File: src/rtl/ipic_pkg.sv
/*
 * Interrupt controller shared definitions
 * Line count, widths, register map and ICSR field positions
 */

package ipic_pkg;

    // --------------------
    // Sizes
    // --------------------
    localparam int IRQ_NUM = 16;        // External request lines
    localparam int VECT_W  = 5;         // Vector number incl. void bit
    localparam int IDX_W   = 4;         // Line index
    localparam int XLEN    = 32;        // Register data

    typedef logic [IRQ_NUM-1:0] irq_vec_t;     // One bit per line
    typedef logic [IDX_W-1:0]   irq_idx_t;
    typedef logic [VECT_W-1:0]  irq_vect_t;    // MSB set means void

    localparam irq_vect_t VOID_VECT = irq_vect_t'(IRQ_NUM);  // Nothing in service

    // --------------------
    // Register map
    // --------------------
    typedef enum logic [2:0] {
        ADDR_CISV  = 3'd0,      // Read only
        ADDR_CICSR = 3'd1,      // Reserved, reads zero
        ADDR_IPR   = 3'd2,      // Write 1 to clear
        ADDR_ISVR  = 3'd3,      // Read only
        ADDR_EOI   = 3'd4,      // Write only
        ADDR_SOI   = 3'd5,      // Write only
        ADDR_IDX   = 3'd6,
        ADDR_ICSR  = 3'd7       // Window selected by IDX
    } ipic_addr_e;

    // ICSR fields
    localparam int ICSR_IP      = 0;    // Pending
    localparam int ICSR_IE      = 1;    // Enable
    localparam int ICSR_IM      = 2;    // Mode, 1 = edge
    localparam int ICSR_INV     = 3;    // Inversion
    localparam int ICSR_IS      = 4;    // In service
    localparam int ICSR_PRV_LSB = 8;
    localparam int ICSR_PRV_MSB = 9;
    localparam int ICSR_LN_LSB  = 12;   // Line number field start

    localparam logic [1:0] PRV_M = 2'd3;    // Machine privilege

endpackage

File: src/rtl/ipic_prio_enc.sv
/*
 * Lowest-index set-bit finder
 * Binary tree of two-input stages, valid flag when any bit set
 */

`timescale 1ns/10ps

module ipic_prio_enc #(
    parameter int N = 16                // Input width
) (
    input  logic [N-1:0]         vec_i,
    output logic                 vld_o,     // Any bit set
    output logic [$clog2(N)-1:0] idx_o      // Lowest set bit
);
    localparam int W = $clog2(N);   // Tree depth
    localparam int P = 1 << W;      // Padded width

    logic [P-1:0] vec_pad;
    logic         vld_t [W+1][P];   // Node valid per level
    logic [W-1:0] idx_t [W+1][P];   // Node index per level

    assign vec_pad = P'(vec_i);

    always_comb begin
        for (int l = 0; l <= W; l++) begin
            for (int j = 0; j < P; j++) begin
                vld_t[l][j] = 1'b0;
                idx_t[l][j] = '0;
            end
        end
        for (int j = 0; j < P; j++) vld_t[0][j] = vec_pad[j];  // Leaves
        // Each stage merges pairs, low half wins
        for (int l = 0; l < W; l++) begin
            for (int j = 0; j < (P >> (l + 1)); j++) begin
                vld_t[l+1][j] = vld_t[l][2*j] | vld_t[l][2*j+1];
                idx_t[l+1][j] = vld_t[l][2*j] ? idx_t[l][2*j]
                                              : (idx_t[l][2*j+1] | W'(1 << l));
            end
        end
    end

    assign vld_o = vld_t[W][0];
    assign idx_o = idx_t[W][0];

endmodule

File: src/rtl/ipic_line_detect.sv
/*
 * Request line front end
 * Optional two-flop synchroniser, inversion, level and edge detection
 */

`timescale 1ns/10ps

module ipic_line_detect #(
    parameter bit SYNC_EN = 1'b1        // Add two-flop synchroniser
) (
    input  logic               clk,
    input  logic               rst_n,
    input  ipic_pkg::irq_vec_t irq_lines_i,    // Raw external lines
    input  ipic_pkg::irq_vec_t iinvr_i,        // Inversion, next-cycle value
    output ipic_pkg::irq_vec_t irq_lvl_o,      // Active level per line
    output ipic_pkg::irq_vec_t irq_edge_o      // Change into active level
);
    import ipic_pkg::*;

    irq_vec_t lines;        // Lines after optional sync
    irq_vec_t lines_dly;    // Previous cycle

    if (SYNC_EN) begin : g_sync
        irq_vec_t sync_ff;  // First stage
        always_ff @(posedge clk or negedge rst_n) begin
            if (!rst_n) begin
                sync_ff <= '0;
                lines   <= '0;
            end else begin
                sync_ff <= irq_lines_i;
                lines   <= sync_ff;
            end
        end
    end else begin : g_nosync
        assign lines = irq_lines_i;     // Lines already in clock domain
    end

    always_ff @(posedge clk or negedge rst_n) begin
        if (!rst_n) lines_dly <= '0;
        else        lines_dly <= lines;
    end

    assign irq_lvl_o  = lines ^ iinvr_i;
    assign irq_edge_o = (lines ^ lines_dly) & irq_lvl_o;   // Only edges into active level

endmodule

File: src/rtl/ipic_pending.sv
/*
 * Interrupt pending register (IPR)
 * Level-follow or edge-latch per line, cleared by IPR, ICSR or SOI
 */

`timescale 1ns/10ps

module ipic_pending (
    input  logic                       clk,
    input  logic                       rst_n,
    input  ipic_pkg::irq_vec_t         irq_lvl_i,
    input  ipic_pkg::irq_vec_t         irq_edge_i,
    input  ipic_pkg::irq_vec_t         imr_i,          // Registered mode
    input  ipic_pkg::irq_vec_t         imr_next_i,     // Mode incl. current write
    input  logic                       ipr_wr_i,       // Write 1 to clear mask
    input  logic                       icsr_wr_i,
    input  logic                       soi_clr_i,
    input  logic [ipic_pkg::XLEN-1:0]  wdata_i,
    input  ipic_pkg::irq_idx_t         idx_i,          // ICSR window
    input  ipic_pkg::irq_idx_t         req_idx_i,      // Line taken by SOI
    output ipic_pkg::irq_vec_t         ipr_o
);
    import ipic_pkg::*;

    irq_vec_t ipr_ff;
    irq_vec_t ipr_next;
    irq_vec_t clr_req;      // Requested clears
    irq_vec_t clr;          // Clears that take effect

    // --------------------
    // Clear requests
    // --------------------
    always_comb begin
        clr_req = '0;
        if (ipr_wr_i) clr_req = wdata_i[IRQ_NUM-1:0];
        if (icsr_wr_i) clr_req[idx_i] = clr_req[idx_i] | wdata_i[ICSR_IP];
        if (soi_clr_i) clr_req[req_idx_i] = 1'b1;
    end

    // Active level holds a level-mode bit set
    assign clr = clr_req & (~irq_lvl_i | imr_next_i);

    always_comb begin
        for (int i = 0; i < IRQ_NUM; i++) begin
            ipr_next[i] = clr[i]    ? 1'b0
                        : ~imr_i[i] ? irq_lvl_i[i]                  // Level follow
                                    : ipr_ff[i] | irq_edge_i[i];    // Edge latch
        end
    end

    always_ff @(posedge clk or negedge rst_n) begin
        if (!rst_n) ipr_ff <= '0;
        else        ipr_ff <= ipr_next;
    end

    assign ipr_o = ipr_ff;

endmodule

File: src/rtl/ipic_service_fsm.sv
/*
 * Service tracker
 * CISV and ISVR state, SOI and EOI commands, nested priority request
 */

`timescale 1ns/10ps

module ipic_service_fsm (
    input  logic                  clk,
    input  logic                  rst_n,
    input  ipic_pkg::irq_vec_t    ipr_i,
    input  ipic_pkg::irq_vec_t    ier_i,
    input  logic                  eoi_wr_i,
    input  logic                  soi_wr_i,
    output ipic_pkg::irq_vect_t   cisv_o,       // Void when idle
    output ipic_pkg::irq_vec_t    isvr_o,
    output logic                  soi_clr_o,    // Clear IPR bit at req_idx_o
    output ipic_pkg::irq_idx_t    req_idx_o,
    output logic                  irq_m_req_o
);
    import ipic_pkg::*;

    irq_vect_t cisv_ff;
    irq_vec_t  isvr_ff;
    irq_vec_t  isvr_eoi;    // ISVR without current line
    irq_vec_t  req_vec;     // Pending and enabled
    logic      req_vld;
    irq_idx_t  req_idx;
    logic      eoi_vld;
    irq_idx_t  eoi_idx;
    logic      serv_vld;
    irq_idx_t  serv_idx;
    logic      start;       // SOI accepted
    logic      finish;      // EOI accepted

    assign req_vec  = ipr_i & ier_i;
    assign serv_vld = ~cisv_ff[VECT_W-1];
    assign serv_idx = cisv_ff[IDX_W-1:0];

    always_comb begin
        isvr_eoi = isvr_ff;
        if (serv_vld) isvr_eoi[serv_idx] = 1'b0;
    end

    ipic_prio_enc #(.N(IRQ_NUM)) u_req_enc (
        .vec_i (req_vec),
        .vld_o (req_vld),
        .idx_o (req_idx)
    );

    // Next in service after EOI
    ipic_prio_enc #(.N(IRQ_NUM)) u_eoi_enc (
        .vec_i (isvr_eoi),
        .vld_o (eoi_vld),
        .idx_o (eoi_idx)
    );

    // Lower index preempts current service
    assign irq_m_req_o = req_vld & (~serv_vld | (req_idx < serv_idx));
    assign start       = soi_wr_i & irq_m_req_o;
    assign finish      = eoi_wr_i & serv_vld;
    assign soi_clr_o   = soi_wr_i & req_vld;
    assign req_idx_o   = req_idx;

    // --------------------
    // Service state
    // --------------------
    always_ff @(posedge clk or negedge rst_n) begin
        if (!rst_n) begin
            cisv_ff <= VOID_VECT;
            isvr_ff <= '0;
        end else if (start) begin
            cisv_ff          <= {1'b0, req_idx};
            isvr_ff[req_idx] <= 1'b1;              // Nest on top
        end else if (finish) begin
            cisv_ff <= eoi_vld ? {1'b0, eoi_idx} : VOID_VECT;
            isvr_ff <= isvr_eoi;
        end
    end

    assign cisv_o = cisv_ff;
    assign isvr_o = isvr_ff;

endmodule

File: src/rtl/ipic_csr_regs.sv
/*
 * Register file and access decode
 * Write pulses, IDX/IER/IMR/IINVR registers, ICSR window and read mux
 */

`timescale 1ns/10ps

module ipic_csr_regs (
    input  logic                       clk,
    input  logic                       rst_n,
    input  logic                       r_req_i,
    input  logic                       w_req_i,
    input  ipic_pkg::ipic_addr_e       addr_i,
    input  logic [ipic_pkg::XLEN-1:0]  wdata_i,
    input  ipic_pkg::irq_vec_t         ipr_i,
    input  ipic_pkg::irq_vec_t         isvr_i,
    input  ipic_pkg::irq_vect_t        cisv_i,
    output logic [ipic_pkg::XLEN-1:0]  rdata_o,       // Zero without read strobe
    output logic                       ipr_wr_o,
    output logic                       eoi_wr_o,
    output logic                       soi_wr_o,
    output logic                       icsr_wr_o,
    output ipic_pkg::irq_idx_t         idx_o,
    output ipic_pkg::irq_vec_t         ier_o,
    output ipic_pkg::irq_vec_t         imr_o,
    output ipic_pkg::irq_vec_t         imr_next_o,
    output ipic_pkg::irq_vec_t         iinvr_next_o
);
    import ipic_pkg::*;

    logic     idx_wr;
    irq_idx_t idx_ff;
    irq_vec_t ier_ff;
    irq_vec_t ier_next;
    irq_vec_t imr_ff;
    irq_vec_t imr_next;
    irq_vec_t iinvr_ff;
    irq_vec_t iinvr_next;

    // --------------------
    // Write decode
    // --------------------
    always_comb begin
        ipr_wr_o  = 1'b0;
        eoi_wr_o  = 1'b0;
        soi_wr_o  = 1'b0;
        idx_wr    = 1'b0;
        icsr_wr_o = 1'b0;
        if (w_req_i) begin
            case (addr_i)
                ADDR_IPR:  ipr_wr_o  = 1'b1;
                ADDR_EOI:  eoi_wr_o  = 1'b1;
                ADDR_SOI:  soi_wr_o  = 1'b1;
                ADDR_IDX:  idx_wr    = 1'b1;
                ADDR_ICSR: icsr_wr_o = 1'b1;
                default: ;                  // CISV, CICSR, ISVR ignore writes
            endcase
        end
    end

    // ICSR write touches one line at IDX
    always_comb begin
        ier_next   = ier_ff;
        imr_next   = imr_ff;
        iinvr_next = iinvr_ff;
        if (icsr_wr_o) begin
            ier_next[idx_ff]   = wdata_i[ICSR_IE];
            imr_next[idx_ff]   = wdata_i[ICSR_IM];
            iinvr_next[idx_ff] = wdata_i[ICSR_INV];
        end
    end

    always_ff @(posedge clk or negedge rst_n) begin
        if (!rst_n) begin
            idx_ff   <= '0;
            ier_ff   <= '0;
            imr_ff   <= '0;
            iinvr_ff <= '0;
        end else begin
            if (idx_wr) idx_ff <= wdata_i[IDX_W-1:0];
            ier_ff   <= ier_next;
            imr_ff   <= imr_next;
            iinvr_ff <= iinvr_next;
        end
    end

    // --------------------
    // Read mux
    // --------------------
    always_comb begin
        rdata_o = '0;
        if (r_req_i) begin
            case (addr_i)
                ADDR_CISV:  rdata_o = XLEN'(cisv_i);
                ADDR_IPR:   rdata_o = XLEN'(ipr_i);
                ADDR_ISVR:  rdata_o = XLEN'(isvr_i);
                ADDR_IDX:   rdata_o = XLEN'(idx_ff);
                ADDR_ICSR: begin
                    rdata_o[ICSR_IP]  = ipr_i[idx_ff];
                    rdata_o[ICSR_IE]  = ier_ff[idx_ff];
                    rdata_o[ICSR_IM]  = imr_ff[idx_ff];
                    rdata_o[ICSR_INV] = iinvr_ff[idx_ff];
                    rdata_o[ICSR_IS]  = isvr_i[idx_ff];
                    rdata_o[ICSR_PRV_MSB:ICSR_PRV_LSB] = PRV_M;
                    rdata_o[ICSR_LN_LSB +: IDX_W]      = idx_ff;  // Line number
                end
                ADDR_CICSR, ADDR_EOI, ADDR_SOI: rdata_o = '0;
                default: rdata_o = '0;
            endcase
        end
    end

    assign idx_o        = idx_ff;
    assign ier_o        = ier_ff;
    assign imr_o        = imr_ff;
    assign imr_next_o   = imr_next;
    assign iinvr_next_o = iinvr_next;

endmodule

File: src/rtl/ipic_top.sv
/*
 * Integrated programmable interrupt controller, top level
 * Sixteen request lines behind a strobe-based register port
 */

`timescale 1ns/10ps

module ipic_top #(
    parameter bit SYNC_EN = 1'b1        // Synchronise request lines
) (
    input  logic                       clk,
    input  logic                       rst_n,
    input  ipic_pkg::irq_vec_t         irq_lines_i,
    input  logic                       csr_r_req_i,
    input  logic                       csr_w_req_i,
    input  ipic_pkg::ipic_addr_e       csr_addr_i,
    input  logic [ipic_pkg::XLEN-1:0]  csr_wdata_i,
    output logic [ipic_pkg::XLEN-1:0]  csr_rdata_o,
    output logic                       irq_m_req_o     // Level request to core
);
    import ipic_pkg::*;

    irq_vec_t  irq_lvl;
    irq_vec_t  irq_edge;
    irq_vec_t  ipr;
    irq_vec_t  isvr;
    irq_vec_t  ier;
    irq_vec_t  imr;
    irq_vec_t  imr_next;
    irq_vec_t  iinvr_next;
    irq_vect_t cisv;
    irq_idx_t  idx;
    irq_idx_t  req_idx;
    logic      ipr_wr;
    logic      eoi_wr;
    logic      soi_wr;
    logic      icsr_wr;
    logic      soi_clr;

    ipic_line_detect #(.SYNC_EN(SYNC_EN)) u_line_detect (
        .clk(clk), .rst_n(rst_n),
        .irq_lines_i(irq_lines_i), .iinvr_i(iinvr_next),
        .irq_lvl_o(irq_lvl), .irq_edge_o(irq_edge)
    );

    ipic_pending u_pending (
        .clk(clk), .rst_n(rst_n),
        .irq_lvl_i(irq_lvl), .irq_edge_i(irq_edge),
        .imr_i(imr), .imr_next_i(imr_next),
        .ipr_wr_i(ipr_wr), .icsr_wr_i(icsr_wr), .soi_clr_i(soi_clr),
        .wdata_i(csr_wdata_i), .idx_i(idx), .req_idx_i(req_idx),
        .ipr_o(ipr)
    );

    ipic_service_fsm u_service (
        .clk(clk), .rst_n(rst_n),
        .ipr_i(ipr), .ier_i(ier),
        .eoi_wr_i(eoi_wr), .soi_wr_i(soi_wr),
        .cisv_o(cisv), .isvr_o(isvr),
        .soi_clr_o(soi_clr), .req_idx_o(req_idx),
        .irq_m_req_o(irq_m_req_o)
    );

    ipic_csr_regs u_csr_regs (
        .clk(clk), .rst_n(rst_n),
        .r_req_i(csr_r_req_i), .w_req_i(csr_w_req_i),
        .addr_i(csr_addr_i), .wdata_i(csr_wdata_i),
        .ipr_i(ipr), .isvr_i(isvr), .cisv_i(cisv),
        .rdata_o(csr_rdata_o),
        .ipr_wr_o(ipr_wr), .eoi_wr_o(eoi_wr), .soi_wr_o(soi_wr), .icsr_wr_o(icsr_wr),
        .idx_o(idx), .ier_o(ier), .imr_o(imr),
        .imr_next_o(imr_next), .iinvr_next_o(iinvr_next)
    );

endmodule

File: config.mk
export PLATFORM = sky130hd
export DESIGN_NAME = ipic_top
export DESIGN_NICKNAME = d
export VERILOG_FILES = /design/src/rtl/ipic_pkg.sv /design/src/rtl/ipic_prio_enc.sv /design/src/rtl/ipic_line_detect.sv /design/src/rtl/ipic_pending.sv /design/src/rtl/ipic_service_fsm.sv /design/src/rtl/ipic_csr_regs.sv /design/src/rtl/ipic_top.sv
export SDC_FILE = /design/constraint.sdc
export NUM_CORES = 1
export LEC_CHECK = 0
export ABC_AREA = 0
export BUFFER_PORTS_ARGS = -buffer_cell sky130_fd_sc_hd__clkbuf_2
export CAP_MARGIN = 10
export CORE_ASPECT_RATIO = 0.5
export CORE_MARGIN = 1.5
export CORE_UTILIZATION = 55
export CTS_BUF_LIST = sky130_fd_sc_hd__clkbuf_2 sky130_fd_sc_hd__clkbuf_4 sky130_fd_sc_hd__clkbuf_8
export DETAILED_ROUTE_END_ITERATION = 10
export HOLD_SLACK_MARGIN = 0.1
export PLACE_DENSITY = 0.73
export SLEW_MARGIN = 20
export SYNTH_ARGS = -nofsm -noshare
export SYNTH_HDL_FRONTEND = slang
export SYNTH_SLANG_ARGS = --single-unit
File: constraint.sdc
create_clock -name clk -period 3.8 [get_ports clk]
set_input_delay 0.19 -clock clk [delete_from_list [all_inputs] [get_ports clk]]
set_output_delay 0.19 -clock clk [all_outputs]
set_load 0.03 [all_outputs]
---- Word-level counts from Yosys, hierarchy flattened ----
Index checks and enable logic that the tools add are counted.
word-level totals
  logic and storage cells ................. 206
  bits of input ports ..................... 55
  output and inout port bits .............. 33
  register bits ........................... 137
operators by class
  eq/ne operators ......................... 7
  muxes and demuxes ....................... 111
  reductions and logical operators ........ 7
  bitwise gates (word level) .............. 64
  $lt $le $gt $ge ......................... 7
operators with widths
  kind                                                                number
  two-way mux 16 bit                                                  9
  two-way mux 1 bit                                                   67
  AND 16 bit                                                          4
  bitwise mux 16 bit                                                  4
  bitwise OR 1 bit                                                    48
  bitwise OR 16 bit                                                   3
  NOT 16 bit                                                          2
  bitwise XOR 16 bit                                                  2
  one-hot mux 5 bit (6 select lines)                                  1
  binary-select mux 1 bit (select 4 bit)                              6
  two-way mux 2 bit                                                   8
  two-way mux 4 bit                                                   4
  one-hot mux 4 bit (4 select lines)                                  1
  < comparator 4 x 5 -> 1 bit (second input constant)                 3
  two-way mux 5 bit                                                   3
  demux 1 bit (select 4 bit)                                          3
  equality test 3 bit (second input constant)                         4
  greater-or-equal comparator 4 x 1 -> 1 bit (second input constant)  3
  one-hot mux 2 bit (4 select lines)                                  1
  equality test 3 x 2 -> 1 bit (second input constant)                2
  two-way mux 3 bit                                                   2
  one-hot mux 3 bit (2 select lines)                                  1
  OR reduction 5 bit                                                  1
  AND 1 bit                                                           4
  8 further kinds                                                     10

---- Logic depth before layout (Yosys ltp) ----
  depth after elaboration ................. 14
  mapped depth ............................ 12
  gate-level depth less buffers ........... 11

---- Modules after synthesis ----
A second synthesis with hierarchy kept.
second synthesis, totals
  cell total of the unflattened synthesis .. 835
  area, all modules ....................... 8255.4 um2
by module, submodules not included
  module            area an instance (um2)  instances  sequential area each (um2)  cells an instance
  ipic_csr_regs     3306.9                  1          1301.2                      297
  ipic_line_detect  1701.6                  1          1201.2                      112
  ipic_pending      1676.6                  1          400.4                       224
  ipic_service_fsm  1275.0                  1          526.8                       152
  ipic_prio_enc     147.6                   2          0.0                         25

---- Worst setup path before layout ----
OpenSTA, ideal clock, no wires.
  path kind ............................... reg2reg
  start ................................... register u_pending.ipr_ff[2], in the netlist u_pending.ipr_o[2]
  end ..................................... register u_service.isvr_ff[4], in the netlist u_service.isvr_o[4]
  clock period less this slack ............ 3055 ps
  setup time .............................. 110 ps
  arrival time ............................ 2945 ps
  buffers on the path ..................... 1
  required time ........................... 3690 ps
  stages on the path, launching flop included .. 13
  path slack .............................. 745 ps
  path through ............................ dfrtp_1 > a22oi_1 > nand4_1 > nor2_1 > nor2_1 > ha_1 > a21o_1 > a21oi_1 > nor2_1 > nor3_1 > clkbuf_1 > nand2_1 > o41ai_1
on the way
  cells in the longest elaborated chain, start to end .. 11
  elaborated cells between the ends (all ways) .. 21
  those cells by class .................... order compare (3); mux (7); bitwise (9); reduce/logical (2)
ends and longest elaborated chain
  item                                                                                                                    line                                      source
  start: declaration                                                                                                      ipic_pending.sv:25                        irq_vec_t ipr_ff;
  start signal: assignment                                                                                                ipic_pending.sv:53                        else ipr_ff <= ipr_next;
  AND 16 bit *                                                                                                            ipic_service_fsm.sv:36                    assign req_vec = ipr_i & ier_i;
  two-way mux 1 bit / bitwise OR 1 bit (equally long branches)                                                            ipic_prio_enc.sv:36, ipic_prio_enc.sv:35
  two-way mux 2 bit / bitwise OR 1 bit (equally long branches)                                                            ipic_prio_enc.sv:36, ipic_prio_enc.sv:35
  two-way mux 4 bit / bitwise OR 1 bit (equally long branches)                                                            ipic_prio_enc.sv:36, ipic_prio_enc.sv:35
  two-way mux 4 bit                                                                                                       ipic_prio_enc.sv:36                       idx_t[l+1][j] = vld_t[l][2*j] ? idx_t[l][2*j]
  < comparator 4 x 5 -> 1 bit (not written as such) / greater-or-equal comparator 4 x 1 -> 1 bit (equally long branches)  ipic_service_fsm.sv:74                    isvr_ff[req_idx] <= 1'b1;
  logical AND 1 bit (not written as such)                                                                                 ipic_service_fsm.sv:74
  two-way mux 1 bit (not written as such)                                                                                 ipic_service_fsm.sv:74
  demux 1 bit (select 4 bit)                                                                                              n/a
  bitwise OR 16 bit (no line)                                                                                             n/a
  two-way mux 16 bit                                                                                                      ipic_service_fsm.sv:72                    end else if (start) begin
  end signal: assignment                                                                                                  ipic_service_fsm.sv:77                    isvr_ff <= isvr_eoi;
  end: declaration                                                                                                        ipic_service_fsm.sv:24                    irq_vec_t isvr_ff;
Mark *: on every way between the ends. The rest lies on a longest branch, timed or not.
A chain may end at the register's enable or synchronous reset.

---- Worst setup path in the final report ----
  start ................................... register u_pending.ipr_ff[2], in the netlist u_pending.ipr_o[2]
  end ..................................... output port irq_m_req_o
on the way
  cells in the longest elaborated chain, start to end .. 8
  elaborated cells between the ends (all ways) .. 12
  those cells by class .................... order compare (1); mux (4); bitwise (7)
ends and longest elaborated chain
  item                                                          line                                      source
  AND 16 bit *                                                  ipic_service_fsm.sv:36
  two-way mux 1 bit / bitwise OR 1 bit (equally long branches)  ipic_prio_enc.sv:36, ipic_prio_enc.sv:35
  two-way mux 2 bit / bitwise OR 1 bit (equally long branches)  ipic_prio_enc.sv:36, ipic_prio_enc.sv:35
  two-way mux 4 bit / bitwise OR 1 bit (equally long branches)  ipic_prio_enc.sv:36, ipic_prio_enc.sv:35
  two-way mux 4 bit                                             ipic_prio_enc.sv:36
  < comparator 4 bit                                            ipic_service_fsm.sv:59                    assign irq_m_req_o = req_vld & (~serv_vld | (req_idx < serv_idx));
  bitwise OR 1 bit                                              ipic_service_fsm.sv:59
  AND 1 bit *                                                   ipic_service_fsm.sv:59
  end: declaration                                              ipic_top.sv:19                            output logic irq_m_req_o
Marked as above.

==> results_dict.tcl <==
set metrics [dict create \
    cpMaxStageDelayCell "dfrtp_1" \
    cap_violations 0 \
    finalHoldViolations 0 \
    whs_endpoint "u_pending.ipr_o[7]" \
    final_cell_mix "135 x dfrtp_1, 60 x nor2_1, 58 x o21ai_0, 54 x clkbuf_2, 49 x nand2_1" \
    synth_fa_ha_area_frac 0.004460 \
    cp_common_cell "nor2_1" \
    dieArea_sq_um 16100 \
    rows 31 \
    synth_seq_cells 137 \
    clock_path_buffers 2 \
    grtUsageTotal 0.3157 \
    setup_tns_ns 0 \
    max_slew_margin 0.3489 \
    grt_pass1_wl_mm 38.39 \
    r2r_slack_ns 0.61 \
    cts_resized 0 \
    drc 0 \
    tightest_slew_ns 0.9767 \
    cp_data_required_time_ns 3.61 \
    synth-edff-count 0 \
    vias_per_cell 6.524 \
    htreeDepth 4 \
    max_stage_delay_ns 0.45 \
    rsz0062_at_grt "false" \
    pre_cts_slack_ns 0.7177 \
    syn_area_sq_um 8417 \
    fillCellCount 1191 \
    nets 976 \
    cp_top_family "compound AO/OA/AOI/OAI gates" \
    p_leak_nw 4.117 \
    path_cells "a22oi_1 -> nand4_1 -> nor2_1 -> nor2_1 -> ha_1 -> nand4b_1 -> a21o_1 -> a221o_1 -> buf_4 -> and2_1 -> clkbuf_2" \
    min_period_ns 3.392 \
    synth_top_flop_cell "dfrtp_1" \
    synth_top_family_by_area "compound AO/OA/AOI/OAI gates" \
    dieWidth_microns 177.9 \
    min_from "csr_wdata_i[7]" \
    yosysWarnings 0 \
    synthTopCellsByArea "dfrtp_1 40%, mux4_2 7.0%, mux2_2 5.0%, xnor2_1 3.6%, o21ai_0 3.4%" \
    vdd_drop_max_v 0.0003492 \
    drive_above_1_share 0.2170 \
    min_period_over_period 0.8926 \
    drtAntennaViolNets 0 \
    io_pins 88 \
    grt-ovfl-total 0 \
    synth_compound_area_frac 0.1742 \
    total_power_w 0.005503 \
    synthToLayoutAreaGrowth_pct 13.68 \
    synth_mux_area_frac 0.1518 \
    yosysTopAreaCell "dfrtp_1" \
    final_common_cell "dfrtp_1" \
    root_buffer "clkbuf_8" \
    antenna_found_initial 0 \
    clk_pin_slew_ns 0.09 \
    hold_depth 4 \
    gp_congestion 0.9345 \
    core_area_sq_um 14700 \
    synthXorXnorAreaFrac 0.04995 \
    r2r.worst_path.cells 12 \
    cts_tree "yes" \
    setup_slack_ns 0.4080 \
    slew_viol_final 0 \
    portBuffers 55 \
    dpl.hpwl_mm 17.41 \
    cp-start-kind "flip-flop" \
    hold_path_class "primary input to flip-flop" \
    timing.rr.end "u_service.isvr_o[4]" \
    fmax_mhz 294.8 \
    firstDrtPassIters 8 \
    die_y_microns 90.48 \
    critical_path_class "flip-flop to output port" \
    clock_latency_ns 0.47 \
    synth-simple-area-share 0.1543 \
    vias 7366 \
    wl_mm 24.17 \
    setup_viol 0 \
    worstPathMaxFanout 12 \
    powerDensity_nw_per_um2 575.2 \
    yosysUniqueCellTypes 72 \
    syn_area_per_cell_sq_um 10.02 \
    avgRoutedWirePerCell_microns 21.41 \
    r2r-start "u_pending.ipr_o[2]" \
    netlist_instances 840 \
    grt_pass1_vias 6923 \
    critPathBufInv 2 \
    setup.worst_path.end_class "output port" \
    seq_area_frac_synth 0.4075 \
    cts_buffers 17 \
    status "completed" \
    skew_ns 0.01513 \
    numClockSinks 137 \
    synthDominantCellAreaShare 0.4043 \
    cp.arrival_ns 3.20 \
    grt_max_degree 71 \
    drt_iter0_markers 1014 \
    ys_async_sr_fraction 1.000 \
    initial_core_util 0.5726 \
    diodes 0 \
]
cell families after synthesis:
| group | after synthesis |
|---|---|
| adder cells (fa/ha/maj) | 3 |
| AND/OR/NAND/NOR | 248 |
| other | 1 |
| multiplexers | 90 |
| buffers and inverters | 105 |
| XOR/XNOR | 48 |
| flip-flops | 137 |
| AO/OA/AOI/OAI | 208 |
worst min-delay path: stages:
cell      delay, ns
clkbuf_2       0.10
a32oi_1        0.05
o21ai_0        0.12
a21boi_0       0.10
registers in the layout (all words and copies together), names as in the netlist:
register	count
u_csr_regs.ier_o	16
u_line_detect.lines	16
u_service.cisv_o	5
u_csr_regs.iinvr_ff	16
u_csr_regs.imr_o	16
u_service.isvr_o	16
u_pending.ipr_o	16
u_line_detect.g_sync.sync_ff	16
u_line_detect.lines_dly	16
u_csr_regs.idx_o	4
per-stage QoR:
stage	cells	util	cell area, sq um	hold slack, ns
final	1129	0.6509	9568	0.1321
after global routing	1129	0.6509	9568	0.1183
after CTS	1129	0.6509	9568	0.1086
after detailed placement	1076	0.6063	8914	0.2439
after global placement	1076	0.6063	8914	0.2402
after floorplan	855	-	8473	-0.1056
per-layer routing:
layer	part of all wire	wire, microns	global-route usage
met5	0	0	0
met3	0.12	2877	0.09975
met4	0.014	338	0.07983
met1	0.44	10600	0.4670
met2	0.43	10350	0.4455
how the worst max path moves through the flow:
stage	slack [ns]	to	cells after the start	startpoint
floorplan	0.74	u_service.isvr_o[4]	12	u_pending.ipr_o[2]
global placement	0.78	u_service.isvr_o[4]	12	u_pending.ipr_o[2]
detailed placement	0.72	u_service.isvr_o[4]	12	u_pending.ipr_o[2]
CTS	0.45	irq_m_req_o	11	u_pending.ipr_o[2]
global route	0.19	irq_m_req_o	11	u_pending.ipr_o[1]
finish	0.41	irq_m_req_o	11	u_pending.ipr_o[2]
area by class of cell:
class,instances,area [sq um],share of cell area
tap,198,247.7,0.02589
inverter,43,161.4,0.01687
timing repair buffer,106,716.9,0.07493
multi-input combinational,613,4567,0.4773
sequential,137,3431,0.3586
clock buffer,20,256.5,0.02681
clock inverter,12,187.7,0.01962
what timing repair did:
item,in CTS,in global routing
hold buffers,21,0
buffers inserted,0,0
hold endpoints to repair,88,0
power breakdown:
group | switching, W | internal (W)
clock network | 0.000626 | 0.000748
registers | 0.000416 | 0.00166
logic | 0.00118 | 0.000869
synth_stat cells, drive strengths merged (5+ instances only):
cell type,instances
dfrtp,136
nor2,60
o21ai,58
nand2,49
inv,42
mux2,38
xnor2,35
buf,32
clkbuf,30
nor3,28
mux2i,26
mux4,26
nand2b,25
a21oi,21
a32oi,15
o221ai,15
a22oi,13
nand3,13
xor2,13
a31oi,12
or3,11
nand4,10
a21boi,9
a22o,8
and3,7
nor2b,6
o21a,6
o31a,6
or3b,6
nand3b,5
nor3b,5
o31ai,5
o32ai,5
or4,5
Note: power is estimated with default switching activity, not from simulation.
